--- config.mk ---
export PLATFORM = sky130hd
export DESIGN_NAME = tx_tlp_packer
export DESIGN_NICKNAME = d
export VERILOG_FILES = /design/src/hdl/tlp_align_pkg.sv /design/src/hdl/tx_tlp_packer.sv
export VERILOG_INCLUDE_DIRS = /design/src /design/src/hdl
export SDC_FILE = /design/constraint.sdc
export NUM_CORES = 1
export LEC_CHECK = 0
export ABC_AREA = 0
export BUFFER_PORTS_ARGS = -buffer_cell sky130_fd_sc_hd__buf_2
export CAP_MARGIN = 20
export CORE_MARGIN = 4
export CORE_UTILIZATION = 45
export CTS_CLUSTER_DIAMETER = 200
export CTS_CLUSTER_SIZE = 12
export DETAILED_ROUTE_END_ITERATION = 8
export GPL_TIMING_DRIVEN = 0
export PLACE_DENSITY = 0.85
export SLEW_MARGIN = 20
export SYNTH_ARGS = -nofsm -noshare
export SYNTH_HDL_FRONTEND = slang
export SYNTH_SLANG_ARGS = --single-unit
--- constraint.sdc ---
create_clock -name clk -period 9.4 [get_ports clk]
set_clock_uncertainty 0.2 [all_clocks]
set_input_delay 1.88 -clock clk [delete_from_list [all_inputs] [get_ports clk]]
set_output_delay 1.88 -clock clk [all_outputs]
set_load 0.1 [all_outputs]
--- src/hdl/tlp_align_params.svh ---
// TLP aligner sizing macros for channel counts and per-slot field widths
`ifndef TLP_ALIGN_PARAMS_SVH
`define TLP_ALIGN_PARAMS_SVH

// Channel slots offered on each wide beat by the upstream source
`define TLP_IN_CH 4

// Channel slots carried on each beat by the downstream port
// It must divide TLP_IN_CH so that windows tile the wide beat evenly
`define TLP_OUT_CH 2

// Payload word carried in every slot
`define TLP_DATA_W 32

// Opcode field carried in every slot
// The opcode enum in the package is sized from this value
`define TLP_OP_W 2

// Only the narrowing case is built
// TLP_IN_CH is expected to be larger than TLP_OUT_CH and a power of two
// so that the chunk index wraps cleanly

`endif

--- src/hdl/tlp_align_pkg.sv ---
// TLP aligner package holding the opcode type carried in every channel slot
`include "tlp_align_params.svh"

package tlp_align_pkg;

    // Opcode tagged onto each slot of a beat
    // The aligner moves it along with the payload and never decodes it,
    // so the encoding only has to be stable end to end
    typedef enum logic [`TLP_OP_W-1:0]
    {
        // Memory read request
        op_mem_rd,

        // Memory write request with payload
        op_mem_wr,

        // Completion returned for an earlier read
        op_cpl,

        // Message without an address
        op_msg
    } tlp_op_e;

    // Cleared slots carry op_mem_rd since it encodes as all zeros

endpackage

--- src/hdl/tx_tlp_packer.sv ---
// TLP packer that moves the valid slots of each wide beat into the low channels
`timescale 1ns/1ps
`include "tlp_align_params.svh"

module tx_tlp_packer
    import tlp_align_pkg::*;
(
    input  logic                                  clk,
    input  logic                                  reset_n,

    // Wide beat from the upstream source
    input  logic                                  in_valid,
    output logic                                  in_ready,
    input  logic                                  in_last,
    input  logic [`TLP_IN_CH-1:0]                 in_ch_valid,
    input  logic [`TLP_IN_CH-1:0]                 in_ch_sop,
    input  logic [`TLP_IN_CH-1:0]                 in_ch_eop,
    input  tlp_op_e [`TLP_IN_CH-1:0]              in_ch_op,
    input  logic [`TLP_IN_CH-1:0][`TLP_DATA_W-1:0] in_ch_data,

    // Packed wide beat toward the skid buffer
    output logic                                  pk_valid,
    input  logic                                  pk_ready,
    output logic                                  pk_last,
    output logic [`TLP_IN_CH-1:0]                 pk_ch_valid,
    output logic [`TLP_IN_CH-1:0]                 pk_ch_sop,
    output logic [`TLP_IN_CH-1:0]                 pk_ch_eop,
    output tlp_op_e [`TLP_IN_CH-1:0]              pk_ch_op,
    output logic [`TLP_IN_CH-1:0][`TLP_DATA_W-1:0] pk_ch_data
);

    // Compacted version of the incoming beat before the output register
    logic [`TLP_IN_CH-1:0]                  pack_valid;
    logic [`TLP_IN_CH-1:0]                  pack_sop;
    logic [`TLP_IN_CH-1:0]                  pack_eop;
    tlp_op_e [`TLP_IN_CH-1:0]               pack_op;
    logic [`TLP_IN_CH-1:0][`TLP_DATA_W-1:0] pack_data;

    // Each valid slot lands at the channel given by the number of valid
    // slots below it, so the order of slots is kept
    always_comb
    begin
        int dst;

        // Unused upper channels end up invalid with sop and eop low
        for (int c = 0; c < `TLP_IN_CH; c++)
        begin
            pack_valid[c] = 1'b0;
            pack_sop[c]   = 1'b0;
            pack_eop[c]   = 1'b0;
            pack_op[c]    = op_mem_rd;
            pack_data[c]  = '0;
        end

        dst = 0;
        for (int i = 0; i < `TLP_IN_CH; i++)
        begin
            if (in_ch_valid[i])
            begin
                pack_valid[dst] = 1'b1;
                pack_sop[dst]   = in_ch_sop[i];
                pack_eop[dst]   = in_ch_eop[i];
                pack_op[dst]    = in_ch_op[i];
                pack_data[dst]  = in_ch_data[i];
                dst = dst + 1;
            end
        end
    end

    // Single output register, free when empty or drained in this cycle
    assign in_ready = !pk_valid || pk_ready;

    always_ff @(posedge clk)
    begin
        if (!reset_n)
        begin
            pk_valid <= 1'b0;
        end
        else if (in_ready)
        begin
            pk_valid <= in_valid;
        end
    end

    // Payload only moves on an accepted beat and holds under back-pressure
    always_ff @(posedge clk)
    begin
        if (in_valid && in_ready)
        begin
            pk_last     <= in_last;
            pk_ch_valid <= pack_valid;
            pk_ch_sop   <= pack_sop;
            pk_ch_eop   <= pack_eop;
            pk_ch_op    <= pack_op;
            pk_ch_data  <= pack_data;
        end
    end

endmodule

==> impl_metrics.env <==
export IMPL_outcome="completed"
export IMPL_design_core_area_um2=17300
export IMPL_antenna_found_initial=3
export IMPL_clock_root_buffer="sky130_fd_sc_hd__clkbuf_16"
export IMPL_htree_num_levels=4
export IMPL_worst_skew_pair_late_latency_ps=410
export IMPL_floorplan_die_area_um2=19900
export IMPL_drv_slew=0
export IMPL_mappedNetlistArea_um2=7950
export IMPL_post_cts_repair_setup_buffers=0
export IMPL_viasPerCell=6.08
export IMPL_rsz0062_at_grt="no"
export IMPL_async_reset_ff_share_pct=0
export IMPL_detail_route_first_pass_iterations=5
export IMPL_num_io_pins=304
export IMPL_max_clock_path_buffers=2
export IMPL_first_global_vias=6697
export IMPL_hold_viol_final=0
export IMPL_drcViolationCount=0
export IMPL_dr_first_iter_drc_count=621
export IMPL_clkSlewWorstSetupHoldPaths_ps=70
export IMPL_drive_gt1_share_pct=49.9
export IMPL_worst_setup_path_end_kind="output port"
export IMPL_holdBufCountCts=0
export IMPL_max_freq_mhz=218
export IMPL_slowest_delay_ps=430
export IMPL_crit_top_cell="sky130_fd_sc_hd__buf_2"
export IMPL_worst_slew_pin_transition_ps=1050
export IMPL_cts_buffers_inserted=17
export IMPL_sequential_cell_area_fraction_in_the_yosys_report_pct=56.5
export IMPL_gpl_final_weighted_congestion=0.848
export IMPL_routed_wire_length_per_instance_um=26.5
export IMPL_globalRouteMet3Util_pct=6.61
export IMPL_dpl_hpwl_um=20600
export IMPL_total_power_uw=2310
export IMPL_crit_path_cell_trace="buf_2 -> nand2b_1 -> buf_2"
export IMPL_syn_num_nets=717
export IMPL_synthToLayoutAreaGrowth_pct=31.5
export IMPL_layout_commonest_cell="sky130_fd_sc_hd__buf_2"
export IMPL_grt_busiest_layer="met2"
export IMPL_tritoncts_num_sinks=150
export IMPL_ys_seq_elements=150
export IMPL_tns_ps=0
export IMPL_via_count=6811
export IMPL_layout_common_cells="311 x sky130_fd_sc_hd__buf_2, 149 x sky130_fd_sc_hd__edfxtp_1, 72 x sky130_fd_sc_hd__a22o_1, 60 x sky130_fd_sc_hd__mux2_4"
export IMPL_insertedDiodeCount=0
export IMPL_io_buffers=303
export IMPL_netlist_cell_type_count=33
export IMPL_timing_max_slew_rel_slack_pct=30.0
export IMPL_finalCriticalPeriod_ps=4590
export IMPL_cp_arrival_ps=2510
export IMPL_period_share_pct=48.8
export IMPL_powerDensity_nw_per_um2=221
export IMPL_global_route_overflow_total=0
export IMPL_ys_flop_type="sky130_fd_sc_hd__edfxtp_1"
export IMPL_floorplan_initialDensity_pct=46.0
export IMPL_hold_crit_class="register to register"
export IMPL_worst_setup_path_type="input pin to output port"
export IMPL_syn_instance_count=559
export IMPL_drv_max_cap_violation_count=0
export IMPL_placementRows=48
export IMPL_crit_path_start_kind="input pin"
export IMPL_crit_path_max_fanout=3
export IMPL_die_y_um=141
export IMPL_die_width_um=141
export IMPL_final_util_pct=60.5
export IMPL_tritoncts="built"
export IMPL_synth_yosys_warnings=0
export IMPL_routed_wl_um=29800
export IMPL_finalSetupViolCount=0
export IMPL_met1_usage_pct=37.0
export IMPL_layout_setup_ws_ps=4810
export IMPL_static_leakage_uw=0.00474
export IMPL_gr_usage_met2_pct=48.6
export IMPL_synth_edff_count=149
export IMPL_power_ir_vdd_worst_mv=0.141
export IMPL_grt_start_max_net_pins=58
export IMPL_grt_first_pass_wirelength_um=42300
export IMPL_cpMaxStageDelayCell="sky130_fd_sc_hd__buf_2"
export IMPL_worstPathRequired_ps=7320
export IMPL_nNetsFinal=1041
export IMPL_grtUsageTotal_pct=29.0
export IMPL_synthesized_area_per_cell_um2=14.2
export IMPL_post_place_ws_ps=4740
export IMPL_antenna_left=0
export IMPL_postCtsResizedCells=0
per-layer routing:
layer	vias up	wire length [µm]	share of wire [%]
li1	2871	-	-
met1	3361	11000	37
met2	502	14500	49
met3	71	3300	11
met4	6	931	3.1
met5	-	27	0.091
per-stage QoR:
| step | instance area [µm²] | cells | hold slack [ps] |
|---|---|---|---|
| final | 10500 | 1121 | 334 |
| after global routing | 10500 | 1121 | 383 |
| after CTS | 10500 | 1121 | 342 |
| after detailed placement | 9810 | 1089 | 334 |
| after global placement | 9750 | 1087 | 297 |
| after floorplan | 7950 | 559 | 1580 |
worst max-delay path, delay by kind of cell:
family | cells | cell delay (ps)
and+or+nand+nor | 1 | 120
buffers and inverters | 2 | 500
layout make-up:
type | count | area, µm²
Fill cell | 1369 | 6840
Sequential cell | 150 | 4490
Multi-Input combinational cell | 357 | 3140
Timing Repair Buffer | 305 | 1570
Clock buffer | 17 | 425
Buffer | 49 | 310
Tap cell | 225 | 282
Clock inverter | 15 | 225
Inverter | 3 | 11.3
synth_stat cells, types with 5 or more instances:
cell                       number  area, µm²
sky130_fd_sc_hd__edfxtp_1     149       4470
sky130_fd_sc_hd__and3_1        37        231
sky130_fd_sc_hd__nor2_1        37        139
sky130_fd_sc_hd__mux2_4        60        901
sky130_fd_sc_hd__clkbuf_1      22       82.6
sky130_fd_sc_hd__a22o_1        72        631
sky130_fd_sc_hd__a21oi_1       37        185
sky130_fd_sc_hd__mux2_1        29        327
sky130_fd_sc_hd__o21ai_0        5       25.0
sky130_fd_sc_hd__buf_6         15        169
sky130_fd_sc_hd__buf_2          8       40.0
sky130_fd_sc_hd__nand2_1        5       18.8
sky130_fd_sc_hd__a22oi_1       36        270
sky130_fd_sc_hd__mux2_2        19        214
power by group:
| group | internal [µW] | switching [µW] | leakage [µW] |
|---|---|---|---|
| combinational | 157 | 559 | 0.00293 |
| clock | 475 | 294 | 0.000323 |
| sequential | 806 | 15.5 | 0.00149 |
registers in the layout (all words and copies together), names as in the netlist:
register     count
pk_ch_eop        4
pk_last          1
pk_ch_sop        4
pk_valid         1
pk_ch_data     128
pk_ch_valid      4
pk_ch_op         8
cell families (layout without fill, tap and decap cells):
group	after synthesis	count (layout)	synth area share, %
and+or+nand+nor	91	91	6.10
muxes	109	109	18.2
adders and majority gates	5	5	0.881
AOI/OAI and AO/OA	152	152	14.2
DFF	150	150	56.5
buffers and inverters	52	389	4.04
final timing paths:
kind,cells past startpoint,from,to,slack [ps]
worst max-delay path,3,pk_ready,in_ready,4810
worst min-delay path,2,pk_valid$_SDFFE_PN0N_,pk_valid$_SDFFE_PN0N_,330
worst max register to register,3,pk_valid$_SDFFE_PN0N_,pk_ch_data[42]$_DFFE_PP_,7440
worst min register to register,2,pk_valid$_SDFFE_PN0N_,pk_valid$_SDFFE_PN0N_,330
(Power assumes the default switching activity.)
