`src/hdl/tlp_align_params.svh`:
```
// TLP aligner sizing macros for channel counts and per-slot field widths
`ifndef TLP_ALIGN_PARAMS_SVH
`define TLP_ALIGN_PARAMS_SVH

// Channel slots offered on each wide beat by the upstream source
`define TLP_IN_CH 4

// Channel slots carried on each beat by the downstream port
// It must divide TLP_IN_CH so that windows tile the wide beat evenly
`define TLP_OUT_CH 2

// Payload word carried in every slot
`define TLP_DATA_W 32

// Opcode field carried in every slot
// The opcode enum in the package is sized from this value
`define TLP_OP_W 2

// Only the narrowing case is built
// TLP_IN_CH is expected to be larger than TLP_OUT_CH and a power of two
// so that the chunk index wraps cleanly

`endif

```
`src/hdl/tlp_align_pkg.sv`:
```
// TLP aligner package holding the opcode type carried in every channel slot
`include "tlp_align_params.svh"

package tlp_align_pkg;

    // Opcode tagged onto each slot of a beat
    // The aligner moves it along with the payload and never decodes it,
    // so the encoding only has to be stable end to end
    typedef enum logic [`TLP_OP_W-1:0]
    {
        // Memory read request
        op_mem_rd,

        // Memory write request with payload
        op_mem_wr,

        // Completion returned for an earlier read
        op_cpl,

        // Message without an address
        op_msg
    } tlp_op_e;

    // Cleared slots carry op_mem_rd since it encodes as all zeros

endpackage

```
`src/hdl/tx_skid_buffer.sv`:
```
// Two-entry skid buffer for the packed wide beat with a registered upstream ready
`timescale 1ns/1ps
`include "tlp_align_params.svh"

module tx_skid_buffer
    import tlp_align_pkg::*;
(
    input  logic                                  clk,
    input  logic                                  reset_n,

    // Packed beat from the packer
    input  logic                                  sk_in_valid,
    output logic                                  sk_in_ready,
    input  logic                                  sk_in_last,
    input  logic [`TLP_IN_CH-1:0]                 sk_in_ch_valid,
    input  logic [`TLP_IN_CH-1:0]                 sk_in_ch_sop,
    input  logic [`TLP_IN_CH-1:0]                 sk_in_ch_eop,
    input  tlp_op_e [`TLP_IN_CH-1:0]              sk_in_ch_op,
    input  logic [`TLP_IN_CH-1:0][`TLP_DATA_W-1:0] sk_in_ch_data,

    // Head entry toward the narrower
    output logic                                  sk_valid,
    input  logic                                  sk_ready,
    output logic                                  sk_last,
    output logic [`TLP_IN_CH-1:0]                 sk_ch_valid,
    output logic [`TLP_IN_CH-1:0]                 sk_ch_sop,
    output logic [`TLP_IN_CH-1:0]                 sk_ch_eop,
    output tlp_op_e [`TLP_IN_CH-1:0]              sk_ch_op,
    output logic [`TLP_IN_CH-1:0][`TLP_DATA_W-1:0] sk_ch_data
);

    // Second entry catches the beat that arrives while ready is still high
    logic                                   skid_full;
    logic                                   skid_last;
    logic [`TLP_IN_CH-1:0]                  skid_ch_valid;
    logic [`TLP_IN_CH-1:0]                  skid_ch_sop;
    logic [`TLP_IN_CH-1:0]                  skid_ch_eop;
    tlp_op_e [`TLP_IN_CH-1:0]               skid_ch_op;
    logic [`TLP_IN_CH-1:0][`TLP_DATA_W-1:0] skid_ch_data;

    logic accept;
    logic pop;
    logic main_full_n;
    logic skid_full_n;

    assign accept = sk_in_valid && sk_in_ready;
    assign pop    = sk_valid && sk_ready;

    // Occupancy for the next cycle
    // Ready is only high below two entries, so an accept never finds the skid full
    always_comb
    begin
        main_full_n = sk_valid;
        skid_full_n = skid_full;
        if (accept && !pop)
        begin
            if (sk_valid)
            begin
                skid_full_n = 1'b1;
            end
            else
            begin
                main_full_n = 1'b1;
            end
        end
        else if (!accept && pop)
        begin
            if (skid_full)
            begin
                skid_full_n = 1'b0;
            end
            else
            begin
                main_full_n = 1'b0;
            end
        end
    end

    // Ready comes straight from a flop so no combinational path runs upstream
    always_ff @(posedge clk)
    begin
        if (!reset_n)
        begin
            sk_valid    <= 1'b0;
            skid_full   <= 1'b0;
            sk_in_ready <= 1'b1;
        end
        else
        begin
            sk_valid    <= main_full_n;
            skid_full   <= skid_full_n;
            sk_in_ready <= !(main_full_n && skid_full_n);
        end
    end

    // Head refills from the skid first so beat order is kept
    always_ff @(posedge clk)
    begin
        if (pop && skid_full)
        begin
            sk_last     <= skid_last;
            sk_ch_valid <= skid_ch_valid;
            sk_ch_sop   <= skid_ch_sop;
            sk_ch_eop   <= skid_ch_eop;
            sk_ch_op    <= skid_ch_op;
            sk_ch_data  <= skid_ch_data;
        end
        else if (accept && (pop || !sk_valid))
        begin
            sk_last     <= sk_in_last;
            sk_ch_valid <= sk_in_ch_valid;
            sk_ch_sop   <= sk_in_ch_sop;
            sk_ch_eop   <= sk_in_ch_eop;
            sk_ch_op    <= sk_in_ch_op;
            sk_ch_data  <= sk_in_ch_data;
        end

        // Consumer stalled with the head occupied
        if (accept && sk_valid && !pop)
        begin
            skid_last     <= sk_in_last;
            skid_ch_valid <= sk_in_ch_valid;
            skid_ch_sop   <= sk_in_ch_sop;
            skid_ch_eop   <= sk_in_ch_eop;
            skid_ch_op    <= sk_in_ch_op;
            skid_ch_data  <= sk_in_ch_data;
        end
    end

endmodule

```
`config.mk`:
```
export PLATFORM = sky130hd
export DESIGN_NAME = tx_skid_buffer
export DESIGN_NICKNAME = d
export VERILOG_FILES = /design/src/hdl/tlp_align_pkg.sv /design/src/hdl/tx_skid_buffer.sv
export VERILOG_INCLUDE_DIRS = /design/src /design/src/hdl
export SDC_FILE = /design/constraint.sdc
export NUM_CORES = 1
export LEC_CHECK = 0
export BUFFER_PORTS_ARGS = -buffer_cell sky130_fd_sc_hd__buf_4
export CAP_MARGIN = 30
export CORE_MARGIN = 10
export CORE_UTILIZATION = 49
export CTS_BUF_LIST = sky130_fd_sc_hd__clkbuf_8
export CTS_CLUSTER_SIZE = 12
export DETAILED_ROUTE_END_ITERATION = 12
export PLACE_DENSITY_LB_ADDON = 0.2
export SLEW_MARGIN = 40
export SYNTH_ARGS = -nofsm -noshare
export SYNTH_HDL_FRONTEND = slang
export SYNTH_SLANG_ARGS = --single-unit
```
`constraint.sdc`:
```
create_clock -name clk -period 24 [get_ports clk]
set_input_delay 0 -clock clk [delete_from_list [all_inputs] [get_ports clk]]
set_output_delay 0 -clock clk [all_outputs]
set_load 0.01 [all_outputs]
```
==> results.txt <==
Clock Sinks - 301
VDD IR-drop max - 52.5 µV
M2 GR Usage - 30.2%
Tcrit/Tclk final - 11.2%
Yosys top cell area share - 79.1%
First-pass GRT wire length - 41,200 µm
H-tree depth - 2
Max-slew violation count - 0
Top Ports - 304
Pwr per Cell Area - 70.2 nW/µm²
Total die area - 29,600 µm²
Critical Path Sink Type - flip-flop
Maxcap violations - 0
Layout cell share with drive strength beyond 1 - 51.6%
Number of gates resized after CTS - 0
Iter 0 DRT Violations - 358
Fill count - 1,362
Seq cells post-synth - 301
WL final - 27,700 µm
WL per Instance - 21.3 µm
Synth Net Count - 633
Worst setup SP type - flip-flop
Commonest cells after routing, fill and taps aside - buf_4, edfxtp_1, dlygate4sd3_1, mux2_4, clkbuf_8
Sequential share of the synthesized area - 79.6%
Antenna violations before repair - 1
Final hold violation count - 0
Syn Inst Count - 480
Routed vias/inst - 4.86
Syn Std Cell Area - 11,300 µm²
Fin Setup TNS - 0 ns
Root Driver - clkbuf_8
Std-Cell Rows - 55
Pre-CTS setup slack - 21.19 ns
Skew-Pair Late Insertion Delay - 0.55 ns
Avg Cell Area, Syn - 23.6 µm²
Syn-to-layout area delta - 44.7%
Hold depth - 2
Most common cell after layout, fill and taps aside - buf_4
Critical path required time - 24.18 ns
Placed inst area - 13,900 µm²
Remaining global-route overflow - 0
HP Class - primary input to flip-flop
Worst Skew - 0.0189 ns
Met3 usage - 7.30%
Crit path time final - 2.70 ns
IO Port Bufs - 303
Crit Reg-Reg Endpoint - skid_ch_data[108]$_DFFE_PP_
Max transition margin - 44.0%
Number of CTS-inserted buffers - 49
Crit path to - skid_ch_data[108]$_DFFE_PP_
Worst r2r path cells - 4
Yosys warnings - 0
Initial Utilization - 49.8%
Post-CTS Setup Inserts - 0
Setup ws final - 21.30 ns
Synth top area cells - edfxtp_1, mux2_4, mux2_2
Post-route ant nets - 0
Status - complete, no violations
# DRC - 0
Nets - 1,133
First-pass DRT Iterations - 4
Global Route Usage Sum - 18.1%
Die Height - 172 µm
Core Region - 22,700 µm²
Crit path launch - sk_valid$_SDFF_PN0_
M1 GR Usage - 20.9%
Die W - 172 µm
Post-synthesis cell type count - 17
CTS tree - done
Hold_ws - 0.174 ns
P_leak - 6.71 nW
R2r setup slk - 21.30 ns
Fmax - 0.371 GHz
Max clock buf depth - 3
Setup violators final - 0
Largest net degree at the start of global routing - 87
Routed vias - 6,337
DPL Wire Length - 17,700 µm
Post-route cell area - 16,400 µm²
Grt peak-use layer - met2
CP Max Fanout - 86
Number of global-route vias before repair - 7,184
CTS clk-pin slew, worst paths - 0.06 ns
RSZ-0062 raised after global routing - false
Critical R2R Launch - sk_valid$_SDFF_PN0_
Crit path DAT - 2.87 ns
Crit Path Class - flip-flop to flip-flop
Least-Margin Pin Slew - 0.840 ns
Area leader, netlist - edfxtp_1
GPL Wtd Cong - 0.802
-- metal layers --
layer	vias up	share of wire [%]
met4	0	2.3
met5	-	0
li1	2927	-
met3	45	8.9
met2	241	50
met1	3124	39
-- where the power goes --
part / total (W) / internal [W] / switching [W] / leakage, nW
Clock: 0.000411 / 0.000217 / 0.000194 / 0.542
Sequential: 0.000618 / 0.000609 / 0.00000863 / 2.82
Combinational: 0.000120 / 0.0000706 / 0.0000497 / 3.35
Total: 0.00115 / 0.000897 / 0.000253 / 6.71
-- sequential cells by signal (all words and copies together), names as in the netlist, 4 cells and up --
signal         count
skid_ch_valid      4
skid_ch_eop        4
sk_ch_valid        4
sk_ch_sop          4
sk_ch_eop          4
skid_ch_sop        4
sk_ch_data       128
sk_ch_op           8
skid_ch_op         8
skid_ch_data     128
-- synthesized netlist by cell type, drive strengths merged --
library cell  count
and2              2
a21boi            1
nand2             3
nand3             1
mux2            149
dfxtp             3
buf              16
nor2b             1
a21oi             1
inv               1
maj3              1
a31oi             1
edfxtp          298
o21a              2
-- cell type report --
| cell class | instances | area (µm²) | share of cell area (%) |
|---|---|---|---|
| multi-input cells | 162 | 2160 | 13.2 |
| well taps | 285 | 357 | 2.18 |
| clock buffers | 54 | 743 | 4.54 |
| inverters | 1 | 3.75 | 0.0229 |
| clock inverters | 35 | 170 | 1.04 |
| flip-flops and latches | 301 | 9010 | 55.1 |
| repair buffers | 465 | 3920 | 24.0 |
| diodes | 1 | 2.50 | 0.0153 |
-- worst min-delay path by stage --
| stage | start | endpoint | slack [ns] |
|---|---|---|---|
| after CTS | sk_in_ch_data[112] | skid_ch_data[112]$_DFFE_PP_ | 0.14 |
| after global routing | sk_in_ch_data[18] | skid_ch_data[18]$_DFFE_PP_ | 0.15 |
| after detailed placement | sk_in_ch_data[18] | skid_ch_data[18]$_DFFE_PP_ | 0.19 |
| after global placement | sk_in_ch_sop[1] | skid_ch_sop[1]$_DFFE_PP_ | 0.19 |
| after floorplan | reset_n | sk_in_ready$_SDFF_PN1_ | 0.06 |
| final | sk_in_ch_sop[3] | skid_ch_sop[3]$_DFFE_PP_ | 0.17 |
-- stage by stage --
stage                     cells  utilization [%]  total power (W)
after detailed placement   1059             61.1         0.000728
final                      1304             72.1          0.00115
after CTS                  1302             72.0          0.00116
after global placement     1057             60.9         0.000724
after global routing       1304             72.1          0.00120
after floorplan             480                -         0.000670
-- worst max-delay path: stages (launching register included) --
cell,delay (ns)
dfxtp_1,0.46
nor2b_1,0.37
and2_4,0.43
buf_12,0.30
clkbuf_8,0.60
-- what timing repair did --
action / CTS / global route
endpoints found under the setup margin: 0 / 0
hold buffers: 154 / 0
endpoints found under the hold margin: 301 / 0
-- cells by family (layout without fill, tap and decap cells) --
group,after synthesis,in the layout,share of synthesized area (%)
mux,149,149,18.2
buf+inv,17,555,1.46
simple gates,7,7,0.354
other cells,0,1,0
fa+ha+maj,1,1,0.0885
compound gates,5,5,0.299
flops,301,301,79.6
Power figures use the tool's default switching activity.
